### src/rtl/cpu_pkg.sv
package cpu_pkg;

    // ********************
    // Base widths
    // ********************

    typedef logic [31:0] word_t;
    typedef logic [31:0] addr_t;

    // Requests are held by the CPU until the matching hit
    typedef struct packed {
        logic  data_read;
        logic  data_write;
        logic  instr_read;
        addr_t data_addr;
        addr_t instr_addr;
        word_t data_wdata;
    } cpu_req_t;

    // Fetched words are zero outside their hit cycle
    typedef struct packed {
        logic  ihit;
        logic  dhit;
        word_t fetched_data;
        word_t fetched_instr;
    } cpu_rsp_t;

endpackage

### src/rtl/bus_pkg.sv
package bus_pkg;

    typedef logic [3:0] sel_t;

    // ********************
    // Request unit <-> manager
    // ********************

    // read and write are single-cycle pulses
    typedef struct packed {
        logic           read;
        logic           write;
        cpu_pkg::addr_t adr;
        cpu_pkg::word_t dat;
    } bus_cmd_t;

    typedef struct packed {
        logic           busy;
        cpu_pkg::word_t dat;
    } bus_rsp_t;

    // ********************
    // Wishbone classic
    // ********************

    typedef struct packed {
        logic           cyc;
        logic           stb;
        logic           we;
        cpu_pkg::addr_t adr;
        cpu_pkg::word_t dat;
        sel_t           sel;
    } wb_req_t;

    typedef struct packed {
        logic           ack;
        cpu_pkg::word_t dat;
    } wb_rsp_t;

    typedef enum logic [1:0] {
        IDLE,
        ARM,
        CYCLE,
        DONE
    } mgr_state_t;

endpackage

### src/rtl/request_unit.sv
`timescale 1ns/1ps

module request_unit (
    input  logic              clk,
    input  logic              nRST,
    // CPU side
    input  cpu_pkg::cpu_req_t cpu_req_i,
    output cpu_pkg::cpu_rsp_t cpu_rsp_o,
    // Bus manager side
    input  bus_pkg::bus_rsp_t bus_rsp_i,
    output bus_pkg::bus_cmd_t bus_cmd_o
);

    typedef enum logic [2:0] {
        IDLE,
        WAIT_READ_DATA,
        READ_DATA,
        WAIT_READ_INSTR,
        READ_INSTR,
        WAIT_WRITE_DATA,
        WRITE_DATA
    } req_state_t;

    req_state_t        state;
    req_state_t        next_state;

    bus_pkg::bus_cmd_t cmd_q;
    bus_pkg::bus_cmd_t next_cmd;

    cpu_pkg::cpu_rsp_t rsp_q;
    cpu_pkg::cpu_rsp_t next_rsp;

    assign bus_cmd_o = cmd_q;
    assign cpu_rsp_o = rsp_q;

    always_ff @(posedge clk, negedge nRST) begin
        if (!nRST) begin
            state <= IDLE;
            cmd_q <= '0;
            rsp_q <= '0;
        end else begin
            state <= next_state;
            cmd_q <= next_cmd;
            rsp_q <= next_rsp;
        end
    end

    // ********************
    // Next state and outputs
    // ********************

    always_comb begin
        next_state = state;
        next_cmd   = '0;
        next_rsp   = '0;
        case (state)
            IDLE: begin
                // A request whose hit is showing this cycle is already served
                if (cpu_req_i.data_read && !rsp_q.dhit) begin
                    next_cmd.read  = 1'b1;
                    next_cmd.adr   = cpu_req_i.data_addr;
                    next_state     = WAIT_READ_DATA;
                end else if (cpu_req_i.data_write && !rsp_q.dhit) begin
                    next_cmd.write = 1'b1;
                    next_cmd.adr   = cpu_req_i.data_addr;
                    next_cmd.dat   = cpu_req_i.data_wdata;
                    next_state     = WAIT_WRITE_DATA;
                end else if (cpu_req_i.instr_read && !rsp_q.ihit) begin
                    next_cmd.read  = 1'b1;
                    next_state     = WAIT_READ_INSTR;
                end
            end
            WAIT_READ_DATA: begin
                next_cmd.adr = cmd_q.adr;
                next_state   = READ_DATA;
            end
            READ_DATA: begin
                if (bus_rsp_i.busy) begin
                    next_cmd.adr = cmd_q.adr;
                end else begin
                    next_rsp.dhit         = 1'b1;
                    next_rsp.fetched_data = bus_rsp_i.dat;
                    next_state            = IDLE;
                end
            end
            WAIT_READ_INSTR: begin
                // Instruction address goes out one cycle after the pulse
                next_cmd.adr = cpu_req_i.instr_addr;
                next_state   = READ_INSTR;
            end
            READ_INSTR: begin
                if (bus_rsp_i.busy) begin
                    next_cmd.adr = cmd_q.adr;
                end else begin
                    next_rsp.ihit          = 1'b1;
                    next_rsp.fetched_instr = bus_rsp_i.dat;
                    next_state             = IDLE;
                end
            end
            WAIT_WRITE_DATA: begin
                next_cmd.adr = cmd_q.adr;
                next_cmd.dat = cmd_q.dat;
                next_state   = WRITE_DATA;
            end
            WRITE_DATA: begin
                if (bus_rsp_i.busy) begin
                    next_cmd.adr = cmd_q.adr;
                    next_cmd.dat = cmd_q.dat;
                end else begin
                    next_rsp.dhit = 1'b1;
                    next_state    = IDLE;
                end
            end
            default: begin
                next_state = IDLE;
            end
        endcase
    end

endmodule

### config.mk
export PLATFORM = sky130hd
export DESIGN_NAME = request_unit
export DESIGN_NICKNAME = d
export VERILOG_FILES = /design/src/rtl/cpu_pkg.sv /design/src/rtl/bus_pkg.sv /design/src/rtl/request_unit.sv
export SDC_FILE = /design/constraint.sdc
export NUM_CORES = 1
export LEC_CHECK = 0
export BUFFER_PORTS_ARGS = -buffer_cell sky130_fd_sc_hd__buf_4
export CAP_MARGIN = 40
export CORE_MARGIN = 2
export CORE_UTILIZATION = 41
export DETAILED_ROUTE_END_ITERATION = 16
export GPL_TIMING_DRIVEN = 1
export HOLD_SLACK_MARGIN = 0.12
export PLACE_DENSITY = 0.76
export SKIP_LAST_GASP = 1
export SLEW_MARGIN = 5
export SYNTH_ARGS = -nofsm -noshare
export SYNTH_HDL_FRONTEND = slang
export SYNTH_SLANG_ARGS = --single-unit
export TNS_END_PERCENT = 5
### constraint.sdc
create_clock -name clk -period 1.5 [get_ports clk]
set_clock_uncertainty 0.15 [all_clocks]
set_input_delay 0.075 -clock clk [delete_from_list [all_inputs] [get_ports clk]]
set_output_delay 0.075 -clock clk [all_outputs]
set_load 0.1 [all_outputs]
==> results.ini <==
[status]
violations=negative setup slack
status=complete, but fails checks

[cts]
cts_tree=yes
cts_setup_buffers=0
cts-htree-levels=4
clock-root-buffer=clkbuf_16
numCtsBuffers=17
cts_buffer_depth=2
clk_pin_slew_ns=0.06
cts_sinks=135
clk_latency_ns=0.41

[floorplan]
die-width_microns=118
dieArea_sq_mm=0.0138
fp.dieH_microns=118
fp-row-count=41
ios=266
core_area_sq_mm=0.0126
initial_core_util_pct=41.9

[drt]
avgRoutedWirePerCell_microns=19.1
via_per_inst=5.01
ant_nets=0
finalWirelength_mm=18.1
vias=4751
firstDrtPassIters=4
drcViolationCount=0
drtIter0Drc=324

[synthesis]
ys.flop_type=dfrtp_1
synth_top_family_by_area=compound AO/OA/AOI/OAI gates
synthSimpleGateAreaFrac_pct=9.76
synth_common_cells=dfrtp_1 (135), and2_1 (66), a22o_1 (32), a32o_1 (32), mux2_4 (30)
synth_nets=485
synthMuxAreaShare_pct=8.95
syn_area_sq_mm=0.00528
ys_ff_latch=135
synth-xor-area-share_pct=0
synth_cell_type_count=32
synth_fa_ha_area_share_pct=0
synth-compound-area-share_pct=13.1
synth_warnings=0
synth.area.top_cells=dfrtp_1 (64%), mux2_4 (8.5%), and2_1 (7.8%)
synth_area_per_cell_sq_um=15.1
synth_most_common_cell=dfrtp_1
synth_seq_area_share_pct=63.9
synth_top_area_share_pct=63.9
synth_edf_count=0
ys_async_sr_fraction_pct=100
synth_area_leader_cell=dfrtp_1
netlist_instances=351

[power]
seqPwrFrac_pct=26.7
internal-power_mw=9.36
p_leak_nw=4.89
power_density_mw_per_mm2=1790
p_sw_share_pct=45.1
combPwrFrac_pct=50.1
clkPwrFrac_pct=23.1
vdd_ir_drop_max_mv=1.29
power.net_switching_mw=7.70

[global_route]
grt_pass1_wl_mm=28.0
grt_max_degree=106
grt_pass1_vias=5214
grt_util_all_layers_pct=26.0
antenna_found_initial=1
grt.overflow.total=0

[timing]
setup_viol=129
layout_setup_ws_ns=-0.169
setup-tns-final_ns=-11.28
rsz0062_at_grt=yes
worst_pin_slew_ns=0.579
fin_crit_sh_pct=111
timing.slew.headroom_pct=61.4
slew_violations=0
max_freq_mhz=599
whs_ns=0.107
min_period_ns=1.67
hold_violations=0

[cells_and_area]
final_area_sq_mm=0.00953
fin_nets=896
multi_input_area_sq_mm=0.00171
nFillCells=767
drive_gt1_share_pct=46.3
finalCoreUtilization_pct=75.5
stdcell_count=948
area_growth_pct=80.4
regArea_sq_mm=0.00338

[critical_path]
crit_buf_inv=1
cp.required_ns=1.64
cpPeakStageDelay_ns=0.42
worst_setup_path_start_kind=flip-flop
worstSetupPathType=flip-flop to flip-flop
critPathArrivalTime_ns=1.81
slowest_stage=dfrtp_1
ff2ff_path_depth=4
cp.depth=4
cp_cell_sequence=o21a_1 > o21bai_4 > buf_12 > mux2_2
endpoint_kind=flip-flop
crit_family=flip-flops
critPathMaxFanout=26

[placed_design]
place.gp.congestion=0.775
portBuffers=265
placedCellCount=779
dpl.hpwl_mm=10.1
dpl-instance-area_sq_mm=0.00756

[job]
drv_cap=0

[min_path]
min_path_type=input port to async pin

## power groups by stage
stage	Sequential [mW]	Combinational, mW	Clock (mW)
after floorplan	8.45	2.31	0
after global placement	4.57	8.01	0
after detailed placement	4.60	8.13	0
after CTS	4.55	8.43	4.02
after global routing	4.62	8.82	4.19
final	4.56	8.55	3.95
## layer usage
layer / routed length [microns] / vias to the layer above / GRT usage, %
li1: - / 2084 / -
met1: 6330 / 2340 / 27.0
met2: 9530 / 262 / 46.4
met3: 1500 / 65 / 9.35
met4: 767 / 0 / 13.1
met5: 0 / - / 0
## cell families (layout without fill, tap and decap cells)
| logic type | Yosys count | after routing |
|---|---|---|
| mux | 32 | 32 |
| compound gates | 75 | 75 |
| other cells | 0 | 1 |
| simple gates | 78 | 78 |
| flops | 135 | 135 |
| buf+inv | 31 | 455 |
## per-stage QoR
step / setup slack (ns) / power [mW]
detailed placement: -0.209 / 12.7
finish: -0.169 / 17.1
floorplan: -0.294 / 10.8
global route: -0.230 / 17.6
CTS: -0.182 / 17.0
global placement: -0.125 / 12.6
## worst register-to-register path, stage by stage, from the launching register on
cell and delay (ns):
dfrtp_1 0.42, o21a_1 0.22, o21bai_4 0.15, buf_12 0.24, mux2_2 0.38
## worst paths after layout
path                          startpoint  slack (ns)       endpoint
max                             state[1]       -0.17  bus_cmd_o[63]
min                                 nRST        0.11  cpu_rsp_o[57]
max reg2reg                     state[1]       -0.17  bus_cmd_o[63]
min reg2reg                bus_cmd_o[14]        0.35  bus_cmd_o[14]
max in group asynchronous           nRST        0.27  cpu_rsp_o[19]
min in group clk           cpu_req_i[97]        0.19       state[2]
## cells in the final DEF, fill, tap and decap left out, drive strengths merged, types with 3 or more instances in the layout
cell / Yosys / routed
nand2b: 3 / 3
and2: 66 / 66
a22o: 32 / 32
buf: 24 / 286
mux2: 32 / 32
dfrtp: 135 / 135
clkbuf: 6 / 24
a32o: 32 / 32
clkinv: 0 / 7
dlygate4sd3: 0 / 134
## repair_timing
action	in CTS	in global routing
hold buffers	134	0
resized for setup	1	1
hold endpoints to repair	270	0
cloned	0	2
pin swaps	0	1
setup endpoints to repair	130	131
## registers in the layout (all words and copies together) (netlist names)
register,count
state,3
bus_cmd_o,66
cpu_rsp_o,66
## cell type report
cell class                 count  share of cell area, %
timing repair buffer         422                   38.3
multi-input combinational    185                   17.9
clock buffer                  22                   4.97
antenna                        1                 0.0263
clock inverter                10                   1.01
inverter                       1                 0.0394
tap                          172                   2.26
sequential                   135                   35.5
Power figures use the tool's default switching activity.
