===== config.mk =====
export PLATFORM = sky130hd
export DESIGN_NAME = wishbone_manager
export DESIGN_NICKNAME = d
export VERILOG_FILES = /design/src/rtl/cpu_pkg.sv /design/src/rtl/bus_pkg.sv /design/src/rtl/wishbone_manager.sv
export SDC_FILE = /design/constraint.sdc
export NUM_CORES = 1
export LEC_CHECK = 0
export ABC_AREA = 1
export BUFFER_PORTS_ARGS = -buffer_cell sky130_fd_sc_hd__buf_2
export CORE_MARGIN = 3
export CORE_UTILIZATION = 42
export DETAILED_ROUTE_END_ITERATION = 6
export PLACE_DENSITY = 0.76
export SLEW_MARGIN = 0
export SYNTH_ARGS = -nofsm -noshare
export SYNTH_HDL_FRONTEND = slang
export SYNTH_SLANG_ARGS = --single-unit
export TNS_END_PERCENT = 100

===== constraint.sdc =====
create_clock -name clk -period 3.34 [get_ports clk]
set_input_delay 0.668 -clock clk [delete_from_list [all_inputs] [get_ports clk]]
set_output_delay 0.668 -clock clk [all_outputs]
set_load 0.02 [all_outputs]

===== src/rtl/cpu_pkg.sv =====
package cpu_pkg;

    // ********************
    // Base widths
    // ********************

    typedef logic [31:0] word_t;
    typedef logic [31:0] addr_t;

    // Requests are held by the CPU until the matching hit
    typedef struct packed {
        logic  data_read;
        logic  data_write;
        logic  instr_read;
        addr_t data_addr;
        addr_t instr_addr;
        word_t data_wdata;
    } cpu_req_t;

    // Fetched words are zero outside their hit cycle
    typedef struct packed {
        logic  ihit;
        logic  dhit;
        word_t fetched_data;
        word_t fetched_instr;
    } cpu_rsp_t;

endpackage


===== src/rtl/bus_pkg.sv =====
package bus_pkg;

    typedef logic [3:0] sel_t;

    // ********************
    // Request unit <-> manager
    // ********************

    // read and write are single-cycle pulses
    typedef struct packed {
        logic           read;
        logic           write;
        cpu_pkg::addr_t adr;
        cpu_pkg::word_t dat;
    } bus_cmd_t;

    typedef struct packed {
        logic           busy;
        cpu_pkg::word_t dat;
    } bus_rsp_t;

    // ********************
    // Wishbone classic
    // ********************

    typedef struct packed {
        logic           cyc;
        logic           stb;
        logic           we;
        cpu_pkg::addr_t adr;
        cpu_pkg::word_t dat;
        sel_t           sel;
    } wb_req_t;

    typedef struct packed {
        logic           ack;
        cpu_pkg::word_t dat;
    } wb_rsp_t;

    typedef enum logic [1:0] {
        IDLE,
        ARM,
        CYCLE,
        DONE
    } mgr_state_t;

endpackage


===== src/rtl/wishbone_manager.sv =====
`timescale 1ns/1ps

module wishbone_manager (
    input  logic              clk,
    input  logic              nRST,
    // Request unit side
    input  bus_pkg::bus_cmd_t bus_cmd_i,
    output bus_pkg::bus_rsp_t bus_rsp_o,
    // Wishbone side
    output bus_pkg::wb_req_t  wb_req_o,
    input  bus_pkg::wb_rsp_t  wb_rsp_i
);

    bus_pkg::mgr_state_t state;

    logic                busy_q;
    logic                cyc_q;
    logic                we_q;
    cpu_pkg::addr_t      adr_q;
    cpu_pkg::word_t      dat_q;
    cpu_pkg::word_t      rdat_q;

    assign bus_rsp_o.busy = busy_q;
    assign bus_rsp_o.dat  = rdat_q;

    // Single cycles only, so stb follows cyc
    assign wb_req_o.cyc = cyc_q;
    assign wb_req_o.stb = cyc_q;
    assign wb_req_o.we  = we_q;
    assign wb_req_o.adr = adr_q;
    assign wb_req_o.dat = dat_q;
    assign wb_req_o.sel = '1;

    // ********************
    // Cycle control
    // ********************

    always_ff @(posedge clk, negedge nRST) begin
        if (!nRST) begin
            state  <= bus_pkg::IDLE;
            busy_q <= 1'b0;
            cyc_q  <= 1'b0;
            we_q   <= 1'b0;
        end else begin
            case (state)
                bus_pkg::IDLE: begin
                    if (bus_cmd_i.read || bus_cmd_i.write) begin
                        busy_q <= 1'b1;
                        we_q   <= bus_cmd_i.write;
                        state  <= bus_pkg::ARM;
                    end
                end
                bus_pkg::ARM: begin
                    cyc_q <= 1'b1;
                    state <= bus_pkg::CYCLE;
                end
                bus_pkg::CYCLE: begin
                    if (wb_rsp_i.ack) begin
                        cyc_q  <= 1'b0;
                        busy_q <= 1'b0;
                        state  <= bus_pkg::DONE;
                    end
                end
                bus_pkg::DONE: begin
                    state <= bus_pkg::IDLE;
                end
                default: begin
                    state <= bus_pkg::IDLE;
                end
            endcase
        end
    end

    // Address and data settle one cycle after the pulse
    always_ff @(posedge clk) begin
        if (state == bus_pkg::ARM) begin
            adr_q <= bus_cmd_i.adr;
            dat_q <= bus_cmd_i.dat;
        end
        if (state == bus_pkg::CYCLE && wb_rsp_i.ack && !we_q) begin
            rdat_q <= wb_rsp_i.dat;
        end
    end

endmodule


==> flow_summary.yaml, run 1 <==
clock_tree:
  postCtsResizedCells: 0
  cts_root_buffer: "clkbuf_8"
  clk_pin_slew_worst_paths_ns: 0.10
  clk_latency_ns: 0.34
  postCtsSetupRepairBufs: 0
  clock_path_buffers: 2
  cts.hold.buffers_added: 0
  cts_made_buffers: 9
  cts_tree: "yes"
  clkSinkCount: 101
  cts_htree_levels: 3
logic_synthesis:
  synth.area.top_cells: "edfxtp_1, dfrtp_1, ha_1"
  synth_cell_types: 18
  ys.warnings.count: 0
  synth_cells: 148
  synth_area_um2: 3290
  syn-mean-instance-area_um2: 22.2
  seq_area_frac_synth_pct: 91.5
  synth.top_cell.area_share_pct: 87.7
  async_flop_share_pct: 4.95
  synth_edf_count: 96
  synth.cells.most_frequent: "edfxtp_1, nand2_1, buf_4, inv_1"
  synth_ff_type: "edfxtp_1"
  synth_most_common_cell: "edfxtp_1"
  ys_seq_elements: 101
  yosysTopAreaCell: "edfxtp_1"
critical_path:
  cp_max_fo: 51
  r2r-start: "state[1]"
  cp_cell_sequence: "inv_1, ha_2, buf_4"
  cpPeakStageDelay_ns: 0.57
  crit_required_ns: 3.32
  r2r_end: "adr_q[20]"
  startpoint_type: "flip-flop"
  critPathArrivalTime_ns: 1.89
  slowest_stage: "buf_4"
  crit_type: "flip-flop to flip-flop"
  r2r_cells: 3
  critPathCapture: "adr_q[20]"
  crit_start: "state[1]"
  rrSetupSlack_ns: 1.43
  end_kind: "flip-flop"
placed_design:
  gp_congestion: 0.724
  dp_hpwl_mm: 5.60
  pre_cts_ws_ns: 1.45
  placedCellCount: 444
  io_buffers: 200
sta:
  rsz0062_at_grt: "false"
  max_slew_margin_pct: 59.5
  fin_crit_sh_pct: 57.2
  max_freq_ghz: 0.523
  slew_violations: 0
  tightest_slew_ns: 0.607
  setup_ws_ns: 1.43
  setup_viol: 0
  hold_violations: 0
  finalSetupTns_ns: 0
  skew_ns: 0.00888
  layout_min_cycle_time_ns: 1.91
floorplan:
  rows: 31
  die_w_um: 94.5
  die_height_um: 94.5
  core_um2: 7410
  start_util_pct: 44.4
  boundaryPins: 205
  die-area_um2: 8930
global_routing:
  grt_overflow: 0
  met1_usage_pct: 15.7
  grt_usage_pct: 14.9
  grt_first_pass_wirelength_mm: 9.76
  grt_max_degree: 52
  grt-busiest-layer: "met2"
  use_met3_pct: 5.10
  met2_usage_pct: 27.5
  antenna_found_initial: 0
  grt_pass1_vias: 1987
drt:
  drt_wl_total_mm: 7.09
  vias_per_cell: 4.34
  antenna_left: 0
  firstDrtPassIters: 4
  wl_per_cell_um: 15.4
  drtIter0Drc: 65
  vias: 1995
  post-route-drc-count: 0
cells_and_area:
  syn2layout_area_growth_pct: 39.1
  final_cells: 460
  n_antenna_cell: 0
  nets: 462
  drive_gt1_share_pct: 62.3
outcome:
  status: "finished clean"
power:
  powerDensity_nw_per_um2: 800
  p_leak_nw: 2.00
  ir_drop_mv: 0.356
job:
  cap_viol_max_count: 0
min_path:
  holdCritPathClass: "input port to asynchronous set/reset pin"
-- power breakdown --
part	leakage, nW	switching, W	internal (W)
clock network	0.0995	0.000425	0.000291
registers	0.950	0.0000839	0.00180
logic	0.951	0.000758	0.000306
-- cell type report --
| class | count | area (µm²) |
|---|---|---|
| sequential | 101 | 3010 |
| fill | 587 | 2840 |
| timing repair buffer | 202 | 1020 |
| multi-input combinational | 33 | 203 |
| clock buffer | 9 | 124 |
| tap | 99 | 124 |
| clock inverter | 7 | 65.1 |
| inverter | 9 | 33.8 |
-- critical path: cells and delay by family (launching register included) --
family,cells,cell delay (ns)
buf+inv,2,0.69
flops,1,0.44
fa+ha+maj,1,0.40
-- sequential cells by signal, summed over array words and instances, names as in the netlist --
signal  count
adr_q      32
dat_q      32
rdat_q     32
state       2
busy_q      1
cyc_q       1
we_q        1
-- logic make-up after synthesis --
| family | after synthesis | share of synthesized area [%] |
|---|---|---|
| buf+inv | 17 | 2.85 |
| fa+ha+maj | 5 | 1.90 |
| other cells | 1 | 0.114 |
| compound gates | 5 | 0.761 |
| simple gates | 19 | 2.89 |
| flops | 101 | 91.5 |
-- layout by cell type (no fill, tap or decap), types with 3 or more instances in the layout --
master    synthesis  final
clkbuf_8          0      9
dfrtp_1           5      5
conb_1            1      4
edfxtp_1         96     96
inv_8             0      3
buf_2             0    200
ha_1              5      4
nand2_1          11     11
inv_1             8      8
-- metal layers --
| metal | up-vias | share of wire [%] | wire (µm) |
|---|---|---|---|
| met5 | - | 0 | 0 |
| met4 | 0 | 0.92 | 65 |
| met3 | 8 | 12 | 868 |
| met2 | 133 | 53 | 3720 |
| met1 | 903 | 34 | 2430 |
| li1 | 951 | - | - |
-- worst min path at each step --
stage / cells past startpoint / endpoint / from
CTS: 1 / busy_q / nRST
detailed placement: 1 / cyc_q / nRST
finish: 1 / busy_q / nRST
global route: 1 / busy_q / nRST
global placement: 1 / busy_q / nRST
floorplan: 0 / busy_q / nRST
-- metrics by stage --
step	util (%)	instance area, µm²	power, W	hold slack [ns]
global route	61.7	4570	0.00385	0.110
global placement	59.2	4380	0.00296	0.490
finish	61.7	4570	0.00366	0.126
detailed placement	59.2	4380	0.00299	0.497
CTS	61.7	4570	0.00371	0.105
floorplan	-	3300	0.00262	0.372
Power figures use the tool's default switching activity.
==> run 2, diff against run 1 <==
==> constraint.sdc (replaced) <==
create_clock -name clk -period 1.8 [get_ports clk]
set_input_delay 0.36 -clock clk [delete_from_list [all_inputs] [get_ports clk]]
set_output_delay 0.36 -clock clk [all_outputs]
set_load 0.02 [all_outputs]
==> run 2 against run 1 <==
Compared with the run above: cell area rose by 2.1%; clock skew up 0.00055 ns; combinational power is 98% higher; wire length grew 1.4%; sequential share of layout area is 1.3 points lower; sequential cell count unchanged; global-route usage is 0.80 points higher; first-iteration DRC count is 23% lower; clock-buffer cell count increased by 1; critical path type unchanged; largest cell class unchanged.
==> flow_summary.yaml, run 2 (synthesis gave the netlist of run 1 again) <==
outcome:
  status: "finished clean"
global_routing:
  grt_max_degree: 33
  grt_overflow: 0
  antenna_found_initial: 0
  grt_usage_pct: 15.7
  grt_pass1_vias: 1996
  grt_first_pass_wirelength_mm: 10.2
clock_tree:
  clkSinkCount: 101
  cts.hold.buffers_added: 1
  cts_root_buffer: "clkbuf_8"
  postCtsSetupRepairBufs: 0
  clk_latency_ns: 0.34
  cts_tree: "yes"
  clk_pin_slew_worst_paths_ns: 0.09
  postCtsResizedCells: 0
  cts_htree_levels: 3
  clock_path_buffers: 2
  cts_made_buffers: 9
critical_path:
  cp_cell_sequence: "inv_1, ha_1, nand2_1, nor2_4, buf_12"
  r2r_cells: 5
  r2r_end: "rdat_q[7]"
  cpPeakStageDelay_ns: 0.43
  crit_required_ns: 1.84
  critPathCapture: "rdat_q[7]"
  slowest_stage: "dfrtp_1"
  startpoint_type: "flip-flop"
  crit_type: "flip-flop to flip-flop"
  r2r-start: "state[0]"
  rrSetupSlack_ns: 0.20
  cp_max_fo: 32
  crit_start: "state[0]"
  end_kind: "flip-flop"
  critPathArrivalTime_ns: 1.64
cells_and_area:
  nets: 466
  n_antenna_cell: 0
  syn2layout_area_growth_pct: 41.9
  fin_util_pct: 63.0
  drive_gt1_share_pct: 62.1
  layout_commonest_cell: "buf_2"
  layout_common_cells: "buf_2, edfxtp_1, nand2_1, clkbuf_8, inv_1"
  reg_top3: "adr_q: 32 flops, dat_q: 32 flops, rdat_q: 32 flops"
placed_design:
  dp_hpwl_mm: 5.77
  io_buffers: 200
  pre_cts_ws_ns: 0.209
  gp_congestion: 0.707
floorplan:
  start_util_pct: 44.4
  boundaryPins: 205
  core_um2: 7410
  rows: 31
  die_height_um: 94.5
  die-area_um2: 8930
  die_w_um: 94.5
sta:
  rsz0062_at_grt: "false"
  setup_viol: 0
  layout_min_cycle_time_ns: 1.60
  hold_violations: 0
  skew_ns: 0.00943
  finalSetupTns_ns: 0
  max_freq_ghz: 0.626
  setup_ws_ns: 0.203
  slew_violations: 0
  hold_ws_ns: 0.181
  fin_crit_sh_pct: 88.7
drt:
  post-route-drc-count: 0
  vias_per_cell: 4.26
  drt_wl_total_mm: 7.19
  vias: 1972
  firstDrtPassIters: 4
  wl_per_cell_um: 15.5
  antenna_left: 0
  drtIter0Drc: 50
min_path:
  holdCritPathClass: "input port to flip-flop"
power:
  ir_drop_mv: 0.581
  powerDensity_nw_per_um2: 1510
  total_power_w: 0.00707
  p_leak_nw: 2.04
job:
  cap_viol_max_count: 0
==> run 2: cell types whose count changed in the layout (fill, tap and decap cells not counted), sizes merged <==
cell	change
clkbuf	+1
buf	+3
clkinv	-2
inv	-2
bufinv	+2
dlygate4sd3	+1
==> run 2: critical path: cells and delay by family (launching register included) <==
kind / cells / cell delay (ns)
buf+inv: 2 / 0.34
flops: 1 / 0.43
fa+ha+maj: 1 / 0.25
simple gates: 2 / 0.26
==> run 2: metal layers <==
metal | up-vias | global-route usage [%] | share of wire (%)
met2 | 124 | 27.8 | 51
met3 | 6 | 7.89 | 13
met1 | 886 | 16.5 | 35
li1 | 956 | - | -
met5 | - | 0 | 0
met4 | 0 | 4.45 | 0.88
==> run 2: worst min-delay path by stage <==
stage	startpoint	to	slack [ns]	depth (start not counted)
after floorplan	nRST	busy_q	0.06	0
after global placement	nRST	cyc_q	0.18	1
after detailed placement	nRST	cyc_q	0.18	1
after CTS	wb_rsp_i[2]	rdat_q[2]	0.16	1
after global routing	bus_cmd_i[7]	dat_q[7]	0.15	1
final	wb_rsp_i[24]	rdat_q[24]	0.18	1
==> run 2: cell type report <==
class	count	area [µm²]
flip-flops and latches	101	3010
repair buffers	206	1070
fillers	592	2740
clock inverters	5	82.6
multi-input cells	33	218
well taps	99	124
clock buffers	10	128
inverters	9	33.8
==> run 2: report_power, final <==
group	internal (W)	leakage (nW)	total (W)	switching [W]
Clock	0.000784	0.107	0.00149	0.000706
Combinational	0.000669	0.979	0.00210	0.00143
Sequential	0.00332	0.950	0.00348	0.000156
==> run 2: stage by stage <==
stage / std cells / cell area, µm²
floorplan: 151 / 3320
global placement: 447 / 4450
detailed placement: 447 / 4450
CTS: 463 / 4670
global route: 463 / 4670
finish: 463 / 4670
==> run 3, diff against run 2 <==
--- a/config.mk
+++ b/config.mk
@@ -5,7 +5,6 @@
 export SDC_FILE = /design/constraint.sdc
 export NUM_CORES = 1
 export LEC_CHECK = 0
-export ABC_AREA = 1
 export BUFFER_PORTS_ARGS = -buffer_cell sky130_fd_sc_hd__buf_2
 export CORE_MARGIN = 3
 export CORE_UTILIZATION = 42
@@ -15,4 +14,3 @@
 export SYNTH_ARGS = -nofsm -noshare
 export SYNTH_HDL_FRONTEND = slang
 export SYNTH_SLANG_ARGS = --single-unit
-export TNS_END_PERCENT = 100
==> run 3 against run 2 <==
Compared with the run above: critical endpoint is now rdat_q[20]; global-route usage grew 0.075 points; cell area is 0.40% lower; non-clock buffer count shrank 1.
==> flow_summary.yaml, run 3 <==
min_path:
  hold_depth: 1
  holdCritPathClass: "input port to flip-flop"
  min-delay-start: "bus_cmd_i[12]"
  whs_endpoint: "dat_q[12]"
critical_path:
  r2r_cells: 5
  r2r_end: "rdat_q[20]"
  end_kind: "flip-flop"
  path_buf_inv: 2
  cpPeakStageDelay_ns: 0.42
  slowest_stage: "dfrtp_1"
  startpoint_type: "flip-flop"
  r2r-start: "state[0]"
  critPathArrivalTime_ns: 1.61
  crit_type: "flip-flop to flip-flop"
  rrSetupSlack_ns: 0.23
  critPathTopFamily: "flip-flops"
  crit_required_ns: 1.85
  cp_max_fo: 32
  cp_cell_sequence: "inv_1, ha_1, nand2_1, nor2_4, buf_12"
sta:
  skew_ns: 0.0157
  finalSetupTns_ns: 0
  layout_min_cycle_time_ns: 1.57
  setup_viol: 0
  rsz0062_at_grt: "false"
  max_freq_ghz: 0.638
  slew_violations: 0
  hold_violations: 0
  fin_crit_sh_pct: 87.1
logic_synthesis:
  synth_most_common_cell: "edfxtp_1"
  synth_ff_type: "edfxtp_1"
  ys.warnings.count: 0
  synth.top_cell.area_share_pct: 88.4
  ys_seq_elements: 101
  synth_cells: 134
  synth_edf_count: 96
  synth.area.top_cells: "edfxtp_1, dfrtp_1, ha_1"
  yosysTopAreaCell: "edfxtp_1"
  async_flop_share_pct: 4.95
  synth.cells.most_frequent: "edfxtp_1, buf_4, dfrtp_1, ha_1, nand2_1"
  synth_area_um2: 3260
  syn-mean-instance-area_um2: 24.3
  synth_cell_types: 17
  seq_area_frac_synth_pct: 92.3
power:
  power.switching_w: 0.00230
  p_int_w: 0.00469
  total_power_w: 0.00699
  p_leak_nw: 1.99
  sw_frac_of_total_pct: 32.9
  combPwrFrac_pct: 30.0
  ir_drop_mv: 0.658
  powerDensity_nw_per_um2: 1500
  seq_power_share_pct: 49.5
  clock_power_share_pct: 20.5
floorplan:
  core_um2: 7410
  boundaryPins: 205
  rows: 31
  die_height_um: 94.1
  die_w_um: 94.1
  start_util_pct: 44.0
  die-area_um2: 8850
clock_tree:
  cts_root_buffer: "clkbuf_8"
  clock_path_buffers: 2
  cts_htree_levels: 3
  clkSinkCount: 101
  cts_made_buffers: 9
  cts_tree: "yes"
  clk_pin_slew_worst_paths_ns: 0.11
  clk_latency_ns: 0.35
global_routing:
  grt_overflow: 0
  grt_pass1_vias: 1906
  antenna_found_initial: 0
  grt_max_degree: 33
  grt_usage_pct: 15.8
  grt_first_pass_wirelength_mm: 9.94
outcome:
  status: "finished clean"
cells_and_area:
  reg_top3: "adr_q: 32 flops, dat_q: 32 flops, rdat_q: 32 flops"
  n_antenna_cell: 0
  drive_gt1_share_pct: 64.3
  nets: 451
  layout_common_cells: "buf_2, edfxtp_1, clkbuf_8, dfrtp_1"
  syn2layout_area_growth_pct: 42.6
  layout_commonest_cell: "buf_2"
  fin_util_pct: 62.7
drt:
  drt_wl_total_mm: 7.13
  drtIter0Drc: 61
  post-route-drc-count: 0
  antenna_left: 0
  vias_per_cell: 4.36
  vias: 1959
  firstDrtPassIters: 4
  wl_per_cell_um: 15.9
placed_design:
  dp_hpwl_mm: 5.73
  io_buffers: 200
  gp_congestion: 0.717
job:
  cap_viol_max_count: 0
-- run 3: cell count changes in the layout (fill, tap and decap cells not counted), moves of 2 or more --
cell	previous run	this run
a21oi_1	2	0
buf_12	2	4
buf_4	3	0
inv_1	8	3
inv_8	0	2
mux2i_1	0	2
nand2_1	11	4
-- run 3: how the worst max path moves through the flow --
| stage | from | to | slack [ns] | depth (start not counted) |
|---|---|---|---|---|
| after floorplan | state[0] | rdat_q[0] | 0.07 | 4 |
| after global placement | state[0] | rdat_q[31] | 0.28 | 5 |
| after detailed placement | state[0] | rdat_q[16] | 0.24 | 5 |
| after CTS | state[0] | rdat_q[17] | 0.22 | 5 |
| after global routing | state[0] | rdat_q[17] | 0.15 | 5 |
| final | state[0] | rdat_q[20] | 0.23 | 5 |
-- run 3: power groups by stage --
stage / logic (W) / registers (W) / clock network [W]
2_1_floorplan: 0.000653 / 0.00416 / 0
3_3_place_gp: 0.00210 / 0.00350 / 0
3_5_place_dp: 0.00212 / 0.00352 / 0
4_1_cts: 0.00213 / 0.00347 / 0.00148
5_1_grt: 0.00224 / 0.00351 / 0.00158
6_report: 0.00209 / 0.00346 / 0.00143
-- run 3: per-stage QoR --
| step | setup slack, ns | area, µm² | hold WS, ns | instances |
|---|---|---|---|---|
| 3_3_place_gp | 0.282 | 4440 | 0.183 | 432 |
| 5_1_grt | 0.150 | 4650 | 0.144 | 449 |
| 3_5_place_dp | 0.237 | 4440 | 0.187 | 432 |
| 6_report | 0.233 | 4650 | 0.176 | 449 |
| 4_1_cts | 0.216 | 4650 | 0.157 | 449 |
| 2_1_floorplan | 0.0727 | 3290 | 0.0644 | 137 |
-- run 3: cell type report --
cell class,count,area [µm²]
Sequential cell,101,3010
Fill cell,558,2760
Multi-Input combinational cell,25,211
Tap cell,99,124
Inverter,3,11.3
Timing Repair Buffer,205,1090
Clock inverter,7,78.8
Clock buffer,9,124
-- run 3: logic make-up (layout without fill, tap and decap cells) --
family | Yosys count | count (layout) | synth area share [%]
fa+ha+maj | 5 | 5 | 1.92
simple gates | 9 | 9 | 1.46
flops | 101 | 101 | 92.3
mux | 3 | 3 | 1.07
buf+inv | 11 | 224 | 2.19
compound gates | 4 | 4 | 0.960
other cells | 1 | 4 | 0.115
-- run 3: worst register-to-register path, delay by kind of cell, from the launching register on --
family | cells | cell delay (ns)
DFF | 1 | 0.42
buffers and inverters | 2 | 0.36
and+or+nand+nor | 2 | 0.25
adders and majority gates | 1 | 0.24
-- run 3: metal layers --
metal,vias up,GRT usage (%),wire length (µm)
li1,927,-,-
met1,896,17.5,2530
met2,130,26.1,3600
met3,6,7.13,915
met4,0,7.10,91
met5,-,0,0
-- run 3: repair_timing --
action | in CTS | in global routing
endpoints found under the setup margin | 0 | 0
hold buffers | 1 | 0
setup buffers | 0 | 0
endpoints found under the hold margin | 5 | 0
gates resized for setup | 0 | 0
